## src/logic/eeprom_pkg.sv

```systemverilog
package eeprom_pkg;

    // one scl bit is four quarters
    localparam int QTR_CYCLES = 4;
    localparam int QCNT_W     = $clog2(QTR_CYCLES);
    localparam logic [QCNT_W-1:0] QCNT_LAST = QCNT_W'(QTR_CYCLES - 1);

    localparam logic [3:0] DEV_CODE = 4'b1010;  // 24c16 device type

    localparam int ADDR_W = 11;
    localparam int DATA_W = 8;

    // host operation
    typedef enum logic {
        OP_WRITE = 1'b0,
        OP_READ  = 1'b1
    } op_t;

    // bit engine commands
    typedef enum logic [2:0] {
        CMD_START = 3'd0,
        CMD_STOP  = 3'd1,
        CMD_WRITE = 3'd2,  // byte out, sample ack
        CMD_READ  = 3'd3   // byte in, then ack or nack
    } bit_cmd_t;

endpackage

```

## src/logic/i2c_bit_engine.sv

```systemverilog
`timescale 1ns/1ps

module i2c_bit_engine import eeprom_pkg::*; (
    input  logic              CLK,
    input  logic              RESET,
    input  logic              cmd_valid,
    input  bit_cmd_t          cmd,
    input  logic [DATA_W-1:0] tx_byte,
    input  logic              tx_nack,
    output logic              busy,
    output logic              done,
    output logic              ack_seen,
    output logic [DATA_W-1:0] rx_byte,
    output logic              scl,
    output logic              sda_low,
    input  logic              sda_in
);

    typedef enum logic [2:0] {
        PH_IDLE,
        PH_START,
        PH_STOP,
        PH_WRITE,
        PH_READ
    } phase_t;

    phase_t              phase;
    logic [QCNT_W-1:0]   qcnt;     // clk count inside a quarter
    logic [1:0]          qtr;      // quarter inside a bit
    logic [3:0]          bit_cnt;  // 0..7 data, 8 is the ack slot
    logic [DATA_W-1:0]   shreg;
    logic                nack_q;
    logic                qtr_first;
    logic                qtr_last;
    logic                last_bit;

    assign qtr_first = (qcnt == '0);
    assign qtr_last  = (qcnt == QCNT_LAST);
    assign last_bit  = (bit_cnt == 4'd8);

    always_ff @(posedge CLK)
    begin
        if (RESET)
        begin
            phase    <= PH_IDLE;
            qcnt     <= '0;
            qtr      <= '0;
            bit_cnt  <= '0;
            busy     <= 1'b0;
            done     <= 1'b0;
            ack_seen <= 1'b0;
            scl      <= 1'b1;  // idle bus
            sda_low  <= 1'b0;
        end
        else
        begin
            done <= 1'b0;
            if (phase == PH_IDLE)
            begin
                if (cmd_valid)
                begin
                    busy    <= 1'b1;
                    qcnt    <= '0;
                    qtr     <= '0;
                    bit_cnt <= '0;
                    case (cmd)
                        CMD_START: phase <= PH_START;
                        CMD_STOP:  phase <= PH_STOP;
                        CMD_WRITE: phase <= PH_WRITE;
                        default:   phase <= PH_READ;
                    endcase
                end
            end
            else
            begin
                // line changes happen on the first clk of each quarter
                if (qtr_first)
                begin
                    case (qtr)
                        2'd0:
                        begin
                            scl <= 1'b0;
                            case (phase)
                                PH_START: sda_low <= 1'b0;  // release before rise
                                PH_STOP:  sda_low <= 1'b1;
                                PH_WRITE: sda_low <= ~last_bit & ~shreg[DATA_W-1];
                                default:  sda_low <= last_bit & ~nack_q;  // master ack
                            endcase
                        end
                        2'd1:
                        begin
                            scl <= 1'b1;
                        end
                        2'd2:
                        begin
                            // middle of scl high
                            if (phase == PH_START)
                                sda_low <= 1'b1;  // start condition
                            else if (phase == PH_STOP)
                                sda_low <= 1'b0;  // stop condition
                            else if (phase == PH_WRITE && last_bit)
                                ack_seen <= ~sda_in;
                        end
                        default:
                        begin
                            if (phase != PH_STOP)
                                scl <= 1'b0;
                        end
                    endcase
                end

                if (qtr_last)
                begin
                    qcnt <= '0;
                    qtr  <= qtr + 2'd1;
                    if (qtr == 2'd3)
                    begin
                        if (phase == PH_START || phase == PH_STOP || last_bit)
                        begin
                            phase <= PH_IDLE;
                            busy  <= 1'b0;
                            done  <= 1'b1;
                        end
                        else
                            bit_cnt <= bit_cnt + 4'd1;
                    end
                end
                else
                    qcnt <= qcnt + 1'b1;
            end
        end
    end

    always_ff @(posedge CLK)
    begin
        if (phase == PH_IDLE && cmd_valid)
        begin
            shreg  <= tx_byte;
            nack_q <= tx_nack;
        end
        else if (phase == PH_WRITE && qtr_last && qtr == 2'd3)
            shreg <= {shreg[DATA_W-2:0], 1'b0};  // msb first

        if (phase == PH_READ && qtr_first && qtr == 2'd2 && !last_bit)
            rx_byte <= {rx_byte[DATA_W-2:0], sda_in};
    end

endmodule

```

## src/logic/eeprom_ctrl.sv

```systemverilog
`timescale 1ns/1ps

module eeprom_ctrl import eeprom_pkg::*; (
    input  logic              CLK,
    input  logic              RESET,
    input  logic              req,
    input  op_t               op,
    input  logic [ADDR_W-1:0] addr,
    input  logic [DATA_W-1:0] wdata,
    output logic              ack,
    output logic              err,
    output logic [DATA_W-1:0] rdata,
    output logic              cmd_valid,
    output bit_cmd_t          cmd,
    output logic [DATA_W-1:0] tx_byte,
    output logic              tx_nack,
    input  logic              busy,
    input  logic              done,
    input  logic              ack_seen,
    input  logic [DATA_W-1:0] rx_byte
);

    // one-hot main state
    typedef enum logic [9:0] {
        S_IDLE   = 10'b00_0000_0001,
        S_START  = 10'b00_0000_0010,
        S_CTRL_W = 10'b00_0000_0100,
        S_ADDR_W = 10'b00_0000_1000,
        S_DATA_W = 10'b00_0001_0000,
        S_RSTART = 10'b00_0010_0000,
        S_CTRL_R = 10'b00_0100_0000,
        S_DATA_R = 10'b00_1000_0000,
        S_STOP   = 10'b01_0000_0000,
        S_HACK   = 10'b10_0000_0000
    } state_t;

    state_t              state;
    logic                issued;  // waiting for done
    logic                issue;
    logic                in_cmd_state;
    op_t                 op_q;
    logic [ADDR_W-1:0]   addr_q;
    logic [DATA_W-1:0]   wdata_q;
    bit_cmd_t            next_cmd;
    logic [DATA_W-1:0]   next_byte;

    assign in_cmd_state = !(state inside {S_IDLE, S_HACK});
    assign issue        = in_cmd_state && !issued && !busy;

    // command and byte for the current state
    always_comb
    begin
        next_cmd  = CMD_START;
        next_byte = '0;
        case (state)
            S_CTRL_W:
            begin
                next_cmd  = CMD_WRITE;
                next_byte = {DEV_CODE, addr_q[ADDR_W-1:DATA_W], 1'b0};  // block select
            end
            S_ADDR_W:
            begin
                next_cmd  = CMD_WRITE;
                next_byte = addr_q[DATA_W-1:0];
            end
            S_DATA_W:
            begin
                next_cmd  = CMD_WRITE;
                next_byte = wdata_q;
            end
            S_CTRL_R:
            begin
                next_cmd  = CMD_WRITE;
                next_byte = {DEV_CODE, addr_q[ADDR_W-1:DATA_W], 1'b1};  // read bit
            end
            S_DATA_R: next_cmd = CMD_READ;
            S_STOP:   next_cmd = CMD_STOP;
            default:  next_cmd = CMD_START;  // start and repeated start
        endcase
    end

    always_ff @(posedge CLK)
    begin
        if (RESET)
        begin
            state     <= S_IDLE;
            issued    <= 1'b0;
            cmd_valid <= 1'b0;
            ack       <= 1'b0;
            err       <= 1'b0;
        end
        else
        begin
            cmd_valid <= 1'b0;
            if (issue)
            begin
                cmd_valid <= 1'b1;
                issued    <= 1'b1;
            end

            case (state)
                S_IDLE:
                begin
                    if (req)
                    begin
                        err   <= 1'b0;
                        state <= S_START;
                    end
                end
                S_HACK:
                begin
                    if (!req)  // four-phase release
                    begin
                        ack   <= 1'b0;
                        state <= S_IDLE;
                    end
                end
                default:
                begin
                    if (issued && done)
                    begin
                        issued <= 1'b0;
                        // missing slave ack on any written byte
                        if (state inside {S_CTRL_W, S_ADDR_W, S_DATA_W, S_CTRL_R} && !ack_seen)
                            err <= 1'b1;
                        case (state)
                            S_START:  state <= S_CTRL_W;
                            S_CTRL_W: state <= ack_seen ? S_ADDR_W : S_STOP;
                            S_ADDR_W:
                            begin
                                if (!ack_seen)
                                    state <= S_STOP;
                                else if (op_q == OP_WRITE)
                                    state <= S_DATA_W;
                                else
                                    state <= S_RSTART;
                            end
                            S_DATA_W: state <= S_STOP;
                            S_RSTART: state <= S_CTRL_R;
                            S_CTRL_R: state <= ack_seen ? S_DATA_R : S_STOP;
                            S_DATA_R: state <= S_STOP;
                            default:
                            begin
                                ack   <= 1'b1;  // stop sent, finish handshake
                                state <= S_HACK;
                            end
                        endcase
                    end
                end
            endcase
        end
    end

    always_ff @(posedge CLK)
    begin
        if (state == S_IDLE && req)
        begin
            op_q    <= op;
            addr_q  <= addr;
            wdata_q <= wdata;
        end
        if (issue)
        begin
            cmd     <= next_cmd;
            tx_byte <= next_byte;
            tx_nack <= (state == S_DATA_R);  // single byte read ends with nack
        end
        if (state == S_DATA_R && issued && done)
            rdata <= rx_byte;
    end

endmodule

```

## src/logic/eeprom_top.sv

```systemverilog
`timescale 1ns/1ps

module eeprom_top import eeprom_pkg::*; (
    input  logic              CLK,
    input  logic              RESET,
    input  logic              req,
    input  op_t               op,
    input  logic [ADDR_W-1:0] addr,
    input  logic [DATA_W-1:0] wdata,
    output logic              ack,
    output logic              err,
    output logic [DATA_W-1:0] rdata,
    output logic              scl,
    output logic              sda_low,
    input  logic              sda_in
);

    // sequencer to bit engine
    logic              cmd_valid;
    bit_cmd_t          cmd;
    logic [DATA_W-1:0] tx_byte;
    logic              tx_nack;
    logic              busy;
    logic              done;
    logic              ack_seen;
    logic [DATA_W-1:0] rx_byte;

    eeprom_ctrl ctrl0 (
        .CLK       (CLK),
        .RESET     (RESET),
        .req       (req),
        .op        (op),
        .addr      (addr),
        .wdata     (wdata),
        .ack       (ack),
        .err       (err),
        .rdata     (rdata),
        .cmd_valid (cmd_valid),
        .cmd       (cmd),
        .tx_byte   (tx_byte),
        .tx_nack   (tx_nack),
        .busy      (busy),
        .done      (done),
        .ack_seen  (ack_seen),
        .rx_byte   (rx_byte)
    );

    i2c_bit_engine eng0 (
        .CLK       (CLK),
        .RESET     (RESET),
        .cmd_valid (cmd_valid),
        .cmd       (cmd),
        .tx_byte   (tx_byte),
        .tx_nack   (tx_nack),
        .busy      (busy),
        .done      (done),
        .ack_seen  (ack_seen),
        .rx_byte   (rx_byte),
        .scl       (scl),
        .sda_low   (sda_low),
        .sda_in    (sda_in)
    );

endmodule

```

## config.mk

```make
export PLATFORM = sky130hd
export DESIGN_NAME = eeprom_top
export DESIGN_NICKNAME = d
export VERILOG_FILES = /design/src/logic/eeprom_pkg.sv /design/src/logic/i2c_bit_engine.sv /design/src/logic/eeprom_ctrl.sv /design/src/logic/eeprom_top.sv
export SDC_FILE = /design/constraint.sdc
export NUM_CORES = 1
export LEC_CHECK = 0
export BUFFER_PORTS_ARGS = -buffer_cell sky130_fd_sc_hd__buf_2
export CAP_MARGIN = 20
export CORE_AREA = 5 5 103 105
export CTS_CLUSTER_DIAMETER = 40
export CTS_CLUSTER_SIZE = 16
export DETAILED_ROUTE_END_ITERATION = 10
export DIE_AREA = 0 0 108 110
export SYNTH_ARGS = -nofsm -noshare
export SYNTH_HDL_FRONTEND = slang
export SYNTH_SLANG_ARGS = --single-unit
```

## constraint.sdc

```tcl
create_clock -name CLK -period 8.4 [get_ports CLK]
set_input_delay 0.42 -clock CLK [delete_from_list [all_inputs] [get_ports CLK]]
set_output_delay 0.42 -clock CLK [all_outputs]
set_load 0.02 [all_outputs]
```

==> metrics.txt, run 1 <==
run status=complete, no violations; number of max-cap violations=0; Logic pwr share=under 10%; First-pass DRT Iterations=4; clock skew after layout=~0.0098 ns; CTS H-Tree Depth=3; Core Rows=36; final setup violation count=0; Synth async-reset ratio=0%; Setup Fix Bufs, Post-CTS=0; die boundary width=108 um; endpoint class of the critical path=flip-flop; clock tree from TritonCTS=yes; global-route wire length before repair=around 11 mm; peak per-stage delay on the critical path=0.59 ns; switching pwr=0.223 mW; count of buffers inserted at the top-level ports=35; # hold bufs at CTS=0; hold path cells=1; buffers from clock root to sink, at most=2; worst min-delay path class=in2reg; slew of the pin with the lowest slew margin=approximately 0.84 ns; Int Pwr=between 0.6 and 0.7 mW; Crit. Startpoint=ctrl0.state[3]; startpoint types=flip-flop; Power, Total=about 0.91 mW; Switching Fraction=24.4%; CP Cell Sequence=or4_4 > nor4_4 > buf_4 > nor4_2 > clkbuf_4 > or3b_1 > a21oi_1; highest ir drop seen on vdd=about 0.097 mV; startpoint of the lowest-slack hold path=op; number of design rule violations left after detail routing=0; Placeable Area=9550 sq um; minimum clock period=roughly 2.5 ns; worst-case reg-to-reg path depth=7; Crit-path slowest cell=sky130_fd_sc_hd__or4_4; fin cells=490; antenna viol nets, final=0; diode count=0; summed area of non-filler cells in the final layout=approximately 4200 sq um; Final HPWL DP=around 4.6 mm; ratio of cells with drive above 1 in the final layout=between 10% and 20%; number of synthesized flops with an enable pin=56; Crit path required time=8.69 ns; count of instances resized after the clock tree is built=0; critical register-to-register path endpoint=ctrl0.state[5]; relative slew slack=about 44%; relative contribution of the clock network to total power=about 36%; number of flip-flops and latches in the synthesized netlist=86; initial core utilization=a little under 40%; Max Fanout on Critical Path=23; kind of cell with the highest combined delay on the critical path=simple AND/OR/NAND/NOR gates; via count of the first global-routing pass=roughly 2400; category of the critical setup timing path=reg2reg; clock latency of the later-clocked register in the worst-skew pair=around 0.36 ns; Post-Syn Area per Cell=~12 sq um; proportion of synthesized chip area in sequential cells=61.2%; gpl congestion=0.835; post-synthesis to final-layout area growth=13.1%; number of cells after detailed placement=approximately 470; RSZ-0062 raised after global routing=no; GRT Overall Usage=12.3%; fin. max-slew vios=0; net total in the final layout=around 390; clock-pin slew on the worst setup and hold paths=around 0.090 ns; combined buffer and inverter count along the critical path=2; TritonCTS sink count=86; violation count after the first detailed-route iteration=120; Crit Reg-Reg Startpoint=ctrl0.state[3]; syn_nets=around 360; Sequential Power Share=between 50% and 60%; pin count of the biggest net entering global routing=31; Hold EP=ctrl0.op_q; average wire per cell in the routed design=13.8 um; die height=between 100 and 150 um; power density of the placed cells=216 nW/um^2; initial antenna violation count=0; arrival time of data at the critical path endpoint=about 2.8 ns; top achievable clock speed=roughly 400 MHz; cell leakage power=roughly 1.6 nW; total standard cell area after synthesis=between 3000 and 4000 sq um; # IOs=36; total clock buffers created by CTS=9; total routed wirelength=6.74 mm; overflow left after global routing=0; Yosys cell types=between 50 and 60; flop-to-flop setup slack=a little under 6 ns; hold violation count in the final report=0; detailed-route via count=between 2000 and 2500; commonest non-fill, non-tap cell in the layout=sky130_fd_sc_hd__edfxtp_1; Placement Cell Area=approximately 4000 sq um; share of the clock period used by the worst path after layout=a little under 30%; Via-to-Cell Ratio=a little over 5; logic depth of the worst path, buffers included=7; synthesized netlist cell count=roughly 320; summed negative setup slack over all endpoints=0 ns; Clk Tree Root Cell=sky130_fd_sc_hd__clkbuf_8; Total Die Area=11900 sq um; Yosys warning count=0; commonest cells after routing, fill and taps aside=sky130_fd_sc_hd__edfxtp_1 (56), sky130_fd_sc_hd__buf_2 (35), sky130_fd_sc_hd__nand2_1 (32), sky130_fd_sc_hd__dfxtp_1 (30), sky130_fd_sc_hd__nor2_1 (26); Post-synth top flop=sky130_fd_sc_hd__edfxtp_1
[cells in the mapped netlist, types with 2 or more instances]
cell / n / area [sq um]
sky130_fd_sc_hd__nor2b_1: 5 / 31.3
sky130_fd_sc_hd__and2_1: 2 / 12.5
sky130_fd_sc_hd__nand4_1: 6 / 37.5
sky130_fd_sc_hd__nor2_1: 26 / 97.6
sky130_fd_sc_hd__nor3_1: 11 / 55.1
sky130_fd_sc_hd__buf_1: 3 / 11.3
sky130_fd_sc_hd__a21boi_0: 2 / 15.0
sky130_fd_sc_hd__o21ai_0: 12 / 60.1
sky130_fd_sc_hd__nand2b_1: 2 / 12.5
sky130_fd_sc_hd__inv_1: 14 / 52.6
sky130_fd_sc_hd__a21oi_1: 19 / 95.1
sky130_fd_sc_hd__a32oi_1: 2 / 17.5
sky130_fd_sc_hd__nand3b_1: 2 / 15.0
sky130_fd_sc_hd__buf_2: 3 / 15.0
sky130_fd_sc_hd__a22o_1: 2 / 17.5
sky130_fd_sc_hd__o21a_1: 2 / 15.0
sky130_fd_sc_hd__ha_1: 11 / 138
sky130_fd_sc_hd__clkbuf_1: 11 / 41.3
sky130_fd_sc_hd__nand3_1: 4 / 20.0
sky130_fd_sc_hd__buf_6: 3 / 33.8
sky130_fd_sc_hd__mux2_2: 7 / 78.8
sky130_fd_sc_hd__xor2_1: 6 / 52.6
sky130_fd_sc_hd__dfxtp_1: 30 / 601
sky130_fd_sc_hd__a221o_1: 2 / 20.0
sky130_fd_sc_hd__and3_1: 6 / 37.5
sky130_fd_sc_hd__or3_1: 8 / 50.1
sky130_fd_sc_hd__edfxtp_1: 56 / 1680
sky130_fd_sc_hd__a22oi_1: 6 / 45.0
sky130_fd_sc_hd__nand2_1: 32 / 120
sky130_fd_sc_hd__nor4_1: 4 / 25.0
sky130_fd_sc_hd__mux2i_1: 2 / 20.0
[layout make-up]
class                      count  area [sq um]
fill                         903          5330
sequential                    86          2280
multi-input combinational    203          1290
timing repair buffer          38           198
tap                          133           166
clock buffer                   9           124
clock inverter                 7           103
inverter                      14          52.6
[worst reg2reg max path: stages, from the launching register on]
cell	delay, ns
sky130_fd_sc_hd__dfxtp_1	0.41
sky130_fd_sc_hd__or4_4	0.59
sky130_fd_sc_hd__nor4_4	0.25
sky130_fd_sc_hd__buf_4	0.33
sky130_fd_sc_hd__nor4_2	0.09
sky130_fd_sc_hd__clkbuf_4	0.20
sky130_fd_sc_hd__or3b_1	0.38
sky130_fd_sc_hd__a21oi_1	0.14
[per-stage QoR]
| stage | hold WS (ns) | worst slack, ns | utilization (%) |
|---|---|---|---|
| floorplan | 0.400 | 5.64 | - |
| global placement | 0.402 | 6.06 | 41.7 |
| detailed placement | 0.421 | 5.91 | 41.7 |
| CTS | 0.207 | 5.90 | 44.1 |
| global route | 0.201 | 5.74 | 44.2 |
| finish | 0.229 | 5.93 | 44.2 |
[power by group through the flow]
stage	clock [mW]	sequential (mW)	combinational, mW
3_3_place_gp	0	0.506	0.0839
2_1_floorplan	0	0.502	0.0661
5_1_grt	0.359	0.501	0.0981
4_1_cts	0.341	0.497	0.0868
3_5_place_dp	0	0.507	0.0866
6_report	0.329	0.497	0.0860
[logic make-up after synthesis]
family	count (synthesis)	share of synthesized area, %
buffers and inverters	34	4.13
DFF	86	61.2
xor gates and xnor gates	6	1.41
and+or+nand+nor	120	17.0
AOI/OAI and AO/OA	57	9.87
adders and majority gates	11	3.69
muxes	9	2.65
[worst max path at each step]
stage / end / slack [ns]
after global placement: ctrl0.state[3] / 6.06
final: ctrl0.state[5] / 5.93
after global routing: ctrl0.state[2] / 5.74
after floorplan: ctrl0.state[6] / 5.64
after CTS: ctrl0.state[3] / 5.90
after detailed placement: ctrl0.state[3] / 5.91
[metal layers]
metal | track usage [%] | up-vias | routed length, um
li1 | - | 1234 | -
met1 | 16.2 | 1189 | 3190
met2 | 19.2 | 48 | 3160
met3 | 3.73 | 7 | 304
met4 | 4.96 | 0 | 90
met5 | 0 | - | 0
[registers in the layout (all words and copies together), names as in the netlist, 3 cells and up]
register,count
ctrl0.addr_q,11
eng0.phase,3
eng0.rx_byte,8
ctrl0.tx_byte,8
eng0.bit_cnt,4
ctrl0.rdata,8
ctrl0.state,10
eng0.shreg,8
ctrl0.wdata_q,8
(Power assumes the default switching activity.)
==> run 2, diff against run 1 <==
==> constraint.sdc (replaced) <==
create_clock -name CLK -period 2.1 [get_ports CLK]
set_input_delay 0.105 -clock CLK [delete_from_list [all_inputs] [get_ports CLK]]
set_output_delay 0.105 -clock CLK [all_outputs]
set_load 0.02 [all_outputs]
==> run 2 against run 1 <==
Compared with the run above: global-route usage up 0.68 points; combinational power increased to 4.8 times the previous value; fmax grew 25%; largest power group unchanged; clock-buffer cell count stayed put; wire length is 6.5% higher; clock power grew to 3.3 times the previous value; first-iteration DRC count down 28%; non-clock buffer count grew 40.
==> metrics.txt, run 2 (synthesis gave the netlist of run 1 again) <==
Via-to-Cell Ratio=4.98; arrival time of data at the critical path endpoint=about 2.3 ns; global-route wire length before repair=~12 mm; die height=around 110 um; total routed wirelength=7.18 mm; number of max-cap violations=0; summed area of non-filler cells in the final layout=between 4000 and 5000 sq um; gpl congestion=about 0.84; commonest non-fill, non-tap cell in the layout=sky130_fd_sc_hd__edfxtp_1; number of design rule violations left after detail routing=0; endpoint class of the critical path=flip-flop; final core utilization=between 40% and 50%; ratio of cells with drive above 1 in the final layout=about 23%; clock latency of the later-clocked register in the worst-skew pair=between 0.3 and 0.4 ns; First-pass DRT Iterations=4; Final HPWL DP=4.88 mm; share of the clock period used by the worst path after layout=between 90 and 100%; Placeable Area=9550 sq um; startpoint types=flip-flop; number of cells after detailed placement=approximately 500; top achievable clock speed=507 MHz; overflow left after global routing=0; clock-pin slew on the worst setup and hold paths=0.09 ns; kind of cell with the highest combined delay on the critical path=simple AND/OR/NAND/NOR gates; GRT Overall Usage=between 10% and 20%; pre-CTS setup slack=-0.0354 ns; slew of the pin with the lowest slew margin=0.592 ns; combined buffer and inverter count along the critical path=0; pin count of the biggest net entering global routing=31; Clk Tree Root Cell=sky130_fd_sc_hd__clkbuf_8; # IOs=36; cell leakage power=1.74 nW; Crit-path slowest cell=sky130_fd_sc_hd__or4_4; RSZ-0062 raised after global routing=no; post-synthesis to final-layout area growth=22.4%; highest ir drop seen on vdd=~0.39 mV; average wire per cell in the routed design=between 10 and 15 um; violation count after the first detailed-route iteration=86; fin cells=530; Setup Fix Bufs, Post-CTS=0; initial core utilization=between 30% and 40%; relative slew slack=between 60% and 70%; buffers from clock root to sink, at most=2; power density of the placed cells=between 700 and 800 nW/um^2; fin. max-slew vios=0; clock tree from TritonCTS=yes; summed negative setup slack over all endpoints=0 ns; Total Die Area=11900 sq um; clock skew after layout=about 0.0073 ns; Fin Hold WS=0.135 ns; Reg with most FFs=ctrl0.addr_q; total clock buffers created by CTS=9; TritonCTS sink count=86; diode count=0; final setup violation count=0; count of buffers inserted at the top-level ports=35; detailed-route via count=roughly 2600; net total in the final layout=roughly 430; commonest cells after routing, fill and taps aside=sky130_fd_sc_hd__edfxtp_1 (56), sky130_fd_sc_hd__buf_2 (35), sky130_fd_sc_hd__nand2_1 (32), sky130_fd_sc_hd__dfxtp_1 (30), sky130_fd_sc_hd__nor2_1 (26); largest registers=ctrl0.addr_q x11, ctrl0.state x10; CP Cell Sequence=or4_4 > nor4_4 > nor4_4 > or3b_1 > a21oi_1; run status=complete, no violations; Max Fanout on Critical Path=8; peak per-stage delay on the critical path=between 0.5 and 0.6 ns; Placement Cell Area=around 4100 sq um; Power, Total=3.48 mW; antenna viol nets, final=0; flip-flop count of the largest register after layout=11; hold violation count in the final report=0; worst min-delay path class=in2reg; category of the critical setup timing path=reg2reg; via count of the first global-routing pass=between 2000 and 3000; Crit path required time=~2.4 ns; die boundary width=about 110 um; initial antenna violation count=0; final worst slack=0.128 ns; cell mode on critical path=sky130_fd_sc_hd__nor4_4; Core Rows=36; CTS H-Tree Depth=3; minimum clock period=slightly below 2 ns
==> run 2: cell types whose count changed in the layout (fill, tap and decap cells not counted), sizes merged <==
| cell | change |
|---|---|
| dlygate4sd3 | +21 |
| bufinv | -2 |
| inv | -1 |
| clkinv | +1 |
| buf | +20 |
| clkinvlp | +2 |
| clkbuf | -1 |
==> run 2: path summary, 6_finish.rpt <==
check	cells after the start	slack, ns	to	from
setup / recovery	5	0.13	ctrl0.state[5]	ctrl0.state[5]
hold / removal	4	0.13	ctrl0.state[0]	req
setup reg to reg	5	0.13	ctrl0.state[5]	ctrl0.state[5]
hold reg to reg	0	0.42	ctrl0.rdata[7]	eng0.rx_byte[7]
==> run 2: tightest hold or removal path, cell delays in order <==
cell	delay, ns
sky130_fd_sc_hd__buf_2	0.13
sky130_fd_sc_hd__inv_1	0.05
sky130_fd_sc_hd__a31oi_1	0.10
sky130_fd_sc_hd__nand2_1	0.08
==> run 2: what timing repair did <==
action	CTS	global route
gates resized for setup	1	3
pin swaps	0	1
endpoints found under the hold margin	21	0
hold buffers	21	0
endpoints found under the setup margin	1	7
==> run 2: area by class of cell <==
cell class,count,area (sq um)
multi-input cells,203,1330
clock buffers,9,124
flip-flops and latches,86,2280
clock inverters,7,56.3
fillers,902,4990
inverters,14,52.6
repair buffers,78,551
well taps,133,166
==> run 2: power breakdown <==
part | leakage (nW) | switching, mW | total [mW] | internal [mW]
combinational | 0.890 | 0.221 | 0.417 | 0.196
sequential | 0.766 | 0.0526 | 1.98 | 1.93
clock | 0.0858 | 0.632 | 1.08 | 0.444
==> run 2: per-layer routing <==
| layer | wire [um] | vias to the layer above | GRT usage, % |
|---|---|---|---|
| li1 | - | 1308 | - |
| met3 | 269 | 14 | 3.26 |
| met5 | 0 | - | 0 |
| met4 | 176 | 0 | 5.68 |
| met2 | 3540 | 66 | 21.7 |
| met1 | 3190 | 1251 | 16.1 |
==> run 3, diff against run 2 <==
--- a/config.mk
+++ b/config.mk
@@ -12,6 +12,7 @@
 export CTS_CLUSTER_SIZE = 16
 export DETAILED_ROUTE_END_ITERATION = 10
 export DIE_AREA = 0 0 108 110
+export GPL_TIMING_DRIVEN = 0
 export SYNTH_ARGS = -nofsm -noshare
 export SYNTH_HDL_FRONTEND = slang
 export SYNTH_SLANG_ARGS = --single-unit
==> run 3 against run 2 <==
Compared with the run above: final cell count down 1.7%; critical path depth up 1; wire length up 0.49%; hold slack worse by 0.011 ns; sequential power about the same; total power up 0.39%; clock skew down 0.00086 ns; fmax down 3.6%; flip-flop and latch count unchanged; sequential share of layout area up 0.39 points; utilization down 0.16 points; critical path type unchanged; largest cell class unchanged.
==> metrics.txt, run 3 (synthesis gave the netlist of run 1 again) <==
Fin Hold WS=between 0.1 and 0.15 ns; clock tree from TritonCTS=yes; clock-pin slew on the worst setup and hold paths=~0.09 ns; number of design rule violations left after detail routing=0; highest ir drop seen on vdd=0.445 mV; arrival time of data at the critical path endpoint=about 2.3 ns; number of cells after detailed placement=~500; initial antenna violation count=0; relative slew slack=around 44%; TritonCTS sink count=86; gpl congestion=roughly 0.86; flop-to-flop setup slack=between 0.05 and 0.06 ns; minimum clock period=about 2.0 ns; clock skew after layout=about 0.0065 ns; Placeable Area=between 9000 and 10000 sq um; via count of the first global-routing pass=~2500; top achievable clock speed=just under 500 MHz; Core Rows=36; GRT Overall Usage=between 10% and 20%; # IOs=36; Via-to-Cell Ratio=around 5; commonest non-fill, non-tap cell in the layout=sky130_fd_sc_hd__edfxtp_1; die boundary width=108 um; violation count after the first detailed-route iteration=76; run status=complete, no violations; share of the clock period used by the worst path after layout=between 90% and 100%; endpoint class of the critical path=flip-flop; detailed-route via count=approximately 2600; initial core utilization=about two fifths; Final HPWL DP=roughly 4.8 mm; flip-flop count of the largest register after layout=11; power density of the placed cells=around 770 nW/um^2; ratio of cells with drive above 1 in the final layout=22.4%; hold violation count in the final report=0; startpoint types=flip-flop; total clock buffers created by CTS=9; pin count of the biggest net entering global routing=17; Total Die Area=between 10000 and 15000 sq um; fin. max-slew vios=0; final core utilization=about 48%; diode count=0; average wire per cell in the routed design=roughly 14 um; total routed wirelength=7.22 mm; clock latency of the later-clocked register in the worst-skew pair=between 0.3 and 0.4 ns; cell mode on critical path=sky130_fd_sc_hd__nor4_4; global-route wire length before repair=12.1 mm; die height=between 100 and 150 um; post-synthesis to final-layout area growth=22.0%; Max Fanout on Critical Path=9; worst min-delay path class=in2reg; Power, Total=~3.5 mW; antenna viol nets, final=0; cell leakage power=about 1.7 nW; kind of cell with the highest combined delay on the critical path=simple AND/OR/NAND/NOR gates; Reg with most FFs=ctrl0.addr_q; peak per-stage delay on the critical path=0.59 ns; # fillers=about 920; combined buffer and inverter count along the critical path=1; commonest cells after routing, fill and taps aside=sky130_fd_sc_hd__edfxtp_1 (56), sky130_fd_sc_hd__buf_2 (35), sky130_fd_sc_hd__nand2_1 (32), sky130_fd_sc_hd__nor2_1 (25), sky130_fd_sc_hd__dfxtp_1 (24); final setup violation count=0; net total in the final layout=roughly 420; Crit path required time=roughly 2.4 ns; RSZ-0062 raised after global routing=no; count of buffers inserted at the top-level ports=35; CP Cell Sequence=or4_4 > nor4_4 > nor4_4 > buf_6 > or3_4 > a21oi_2; Clk Tree Root Cell=sky130_fd_sc_hd__clkbuf_8; category of the critical setup timing path=reg2reg; fin cells=between 500 and 600; First-pass DRT Iterations=4; overflow left after global routing=0; buffers from clock root to sink, at most=2; largest registers=ctrl0.addr_q x11, ctrl0.state x10; slew of the pin with the lowest slew margin=0.836 ns; CTS H-Tree Depth=3; Crit-path slowest cell=sky130_fd_sc_hd__or4_4; number of max-cap violations=0
==> run 3: where the power goes <==
group          internal (mW)  switching, mW  leakage (nW)  total [mW]
registers               1.93         0.0545         0.769        1.98
clock network          0.447          0.629        0.0939        1.08
logic                  0.194          0.234         0.835       0.428
==> run 3: final cells by class <==
cell class / instances / area, sq um / share of cell area [%]
Timing Repair Buffer: 62 / 434 / 9.55
Inverter: 14 / 52.6 / 1.16
Tap cell: 133 / 166 / 3.66
Multi-Input combinational cell: 203 / 1390 / 30.6
Sequential cell: 86 / 2290 / 50.4
Clock inverter: 7 / 55.1 / 1.21
Buffer: 7 / 33.8 / 0.743
Clock buffer: 9 / 124 / 2.72
==> run 3: worst register-to-register path, delay by kind of cell (launching register included) <==
kind	cells	cell delay, ns
AO/OA/AOI/OAI	1	0.13
buffers and inverters	1	0.15
flip-flops	1	0.38
AND/OR/NAND/NOR	4	1.33
==> run 3: stage by stage <==
step	setup TNS, ns	worst slack (ns)	area (sq um)
4_1_cts	0	0.000979	4560
2_1_floorplan	-4.97	-0.486	3740
5_1_grt	0	0.00303	4550
3_3_place_gp	-22.03	-0.989	4090
3_5_place_dp	-7.41	-0.372	4100
6_report	0	0.0535	4550
==> run 3: path summary, 6_finish.rpt <==
check | startpoint | end | cells past startpoint
worst max-delay path | ctrl0.state[4] | ctrl0.state[6] | 6
worst min-delay path | req | ctrl0.state[0] | 4
worst max register to register | ctrl0.state[4] | ctrl0.state[6] | 6
worst min register to register | eng0.rx_byte[7] | ctrl0.rdata[7] | 0
==> run 3: routing by layer <==
layer  GRT usage [%]  vias to the layer above  share of wire, %  wire length (um)
li1                -                     1291                 -                 -
met1            16.8                     1226                47              3400
met2            21.8                       34                50              3580
met3            3.84                        2               2.6               188
met4            3.88                        0              0.67                48
met5               0                        -                 0                 0
==> run 3: repair_timing <==
action                                 4_1_cts  5_1_grt
setup buffers                                1        3
cloned                                       0        0
setup endpoints to repair                   67       44
resized for setup                           13       10
pin swaps                                    2        7
endpoints found under the hold margin       22        0
hold buffers                                22        0
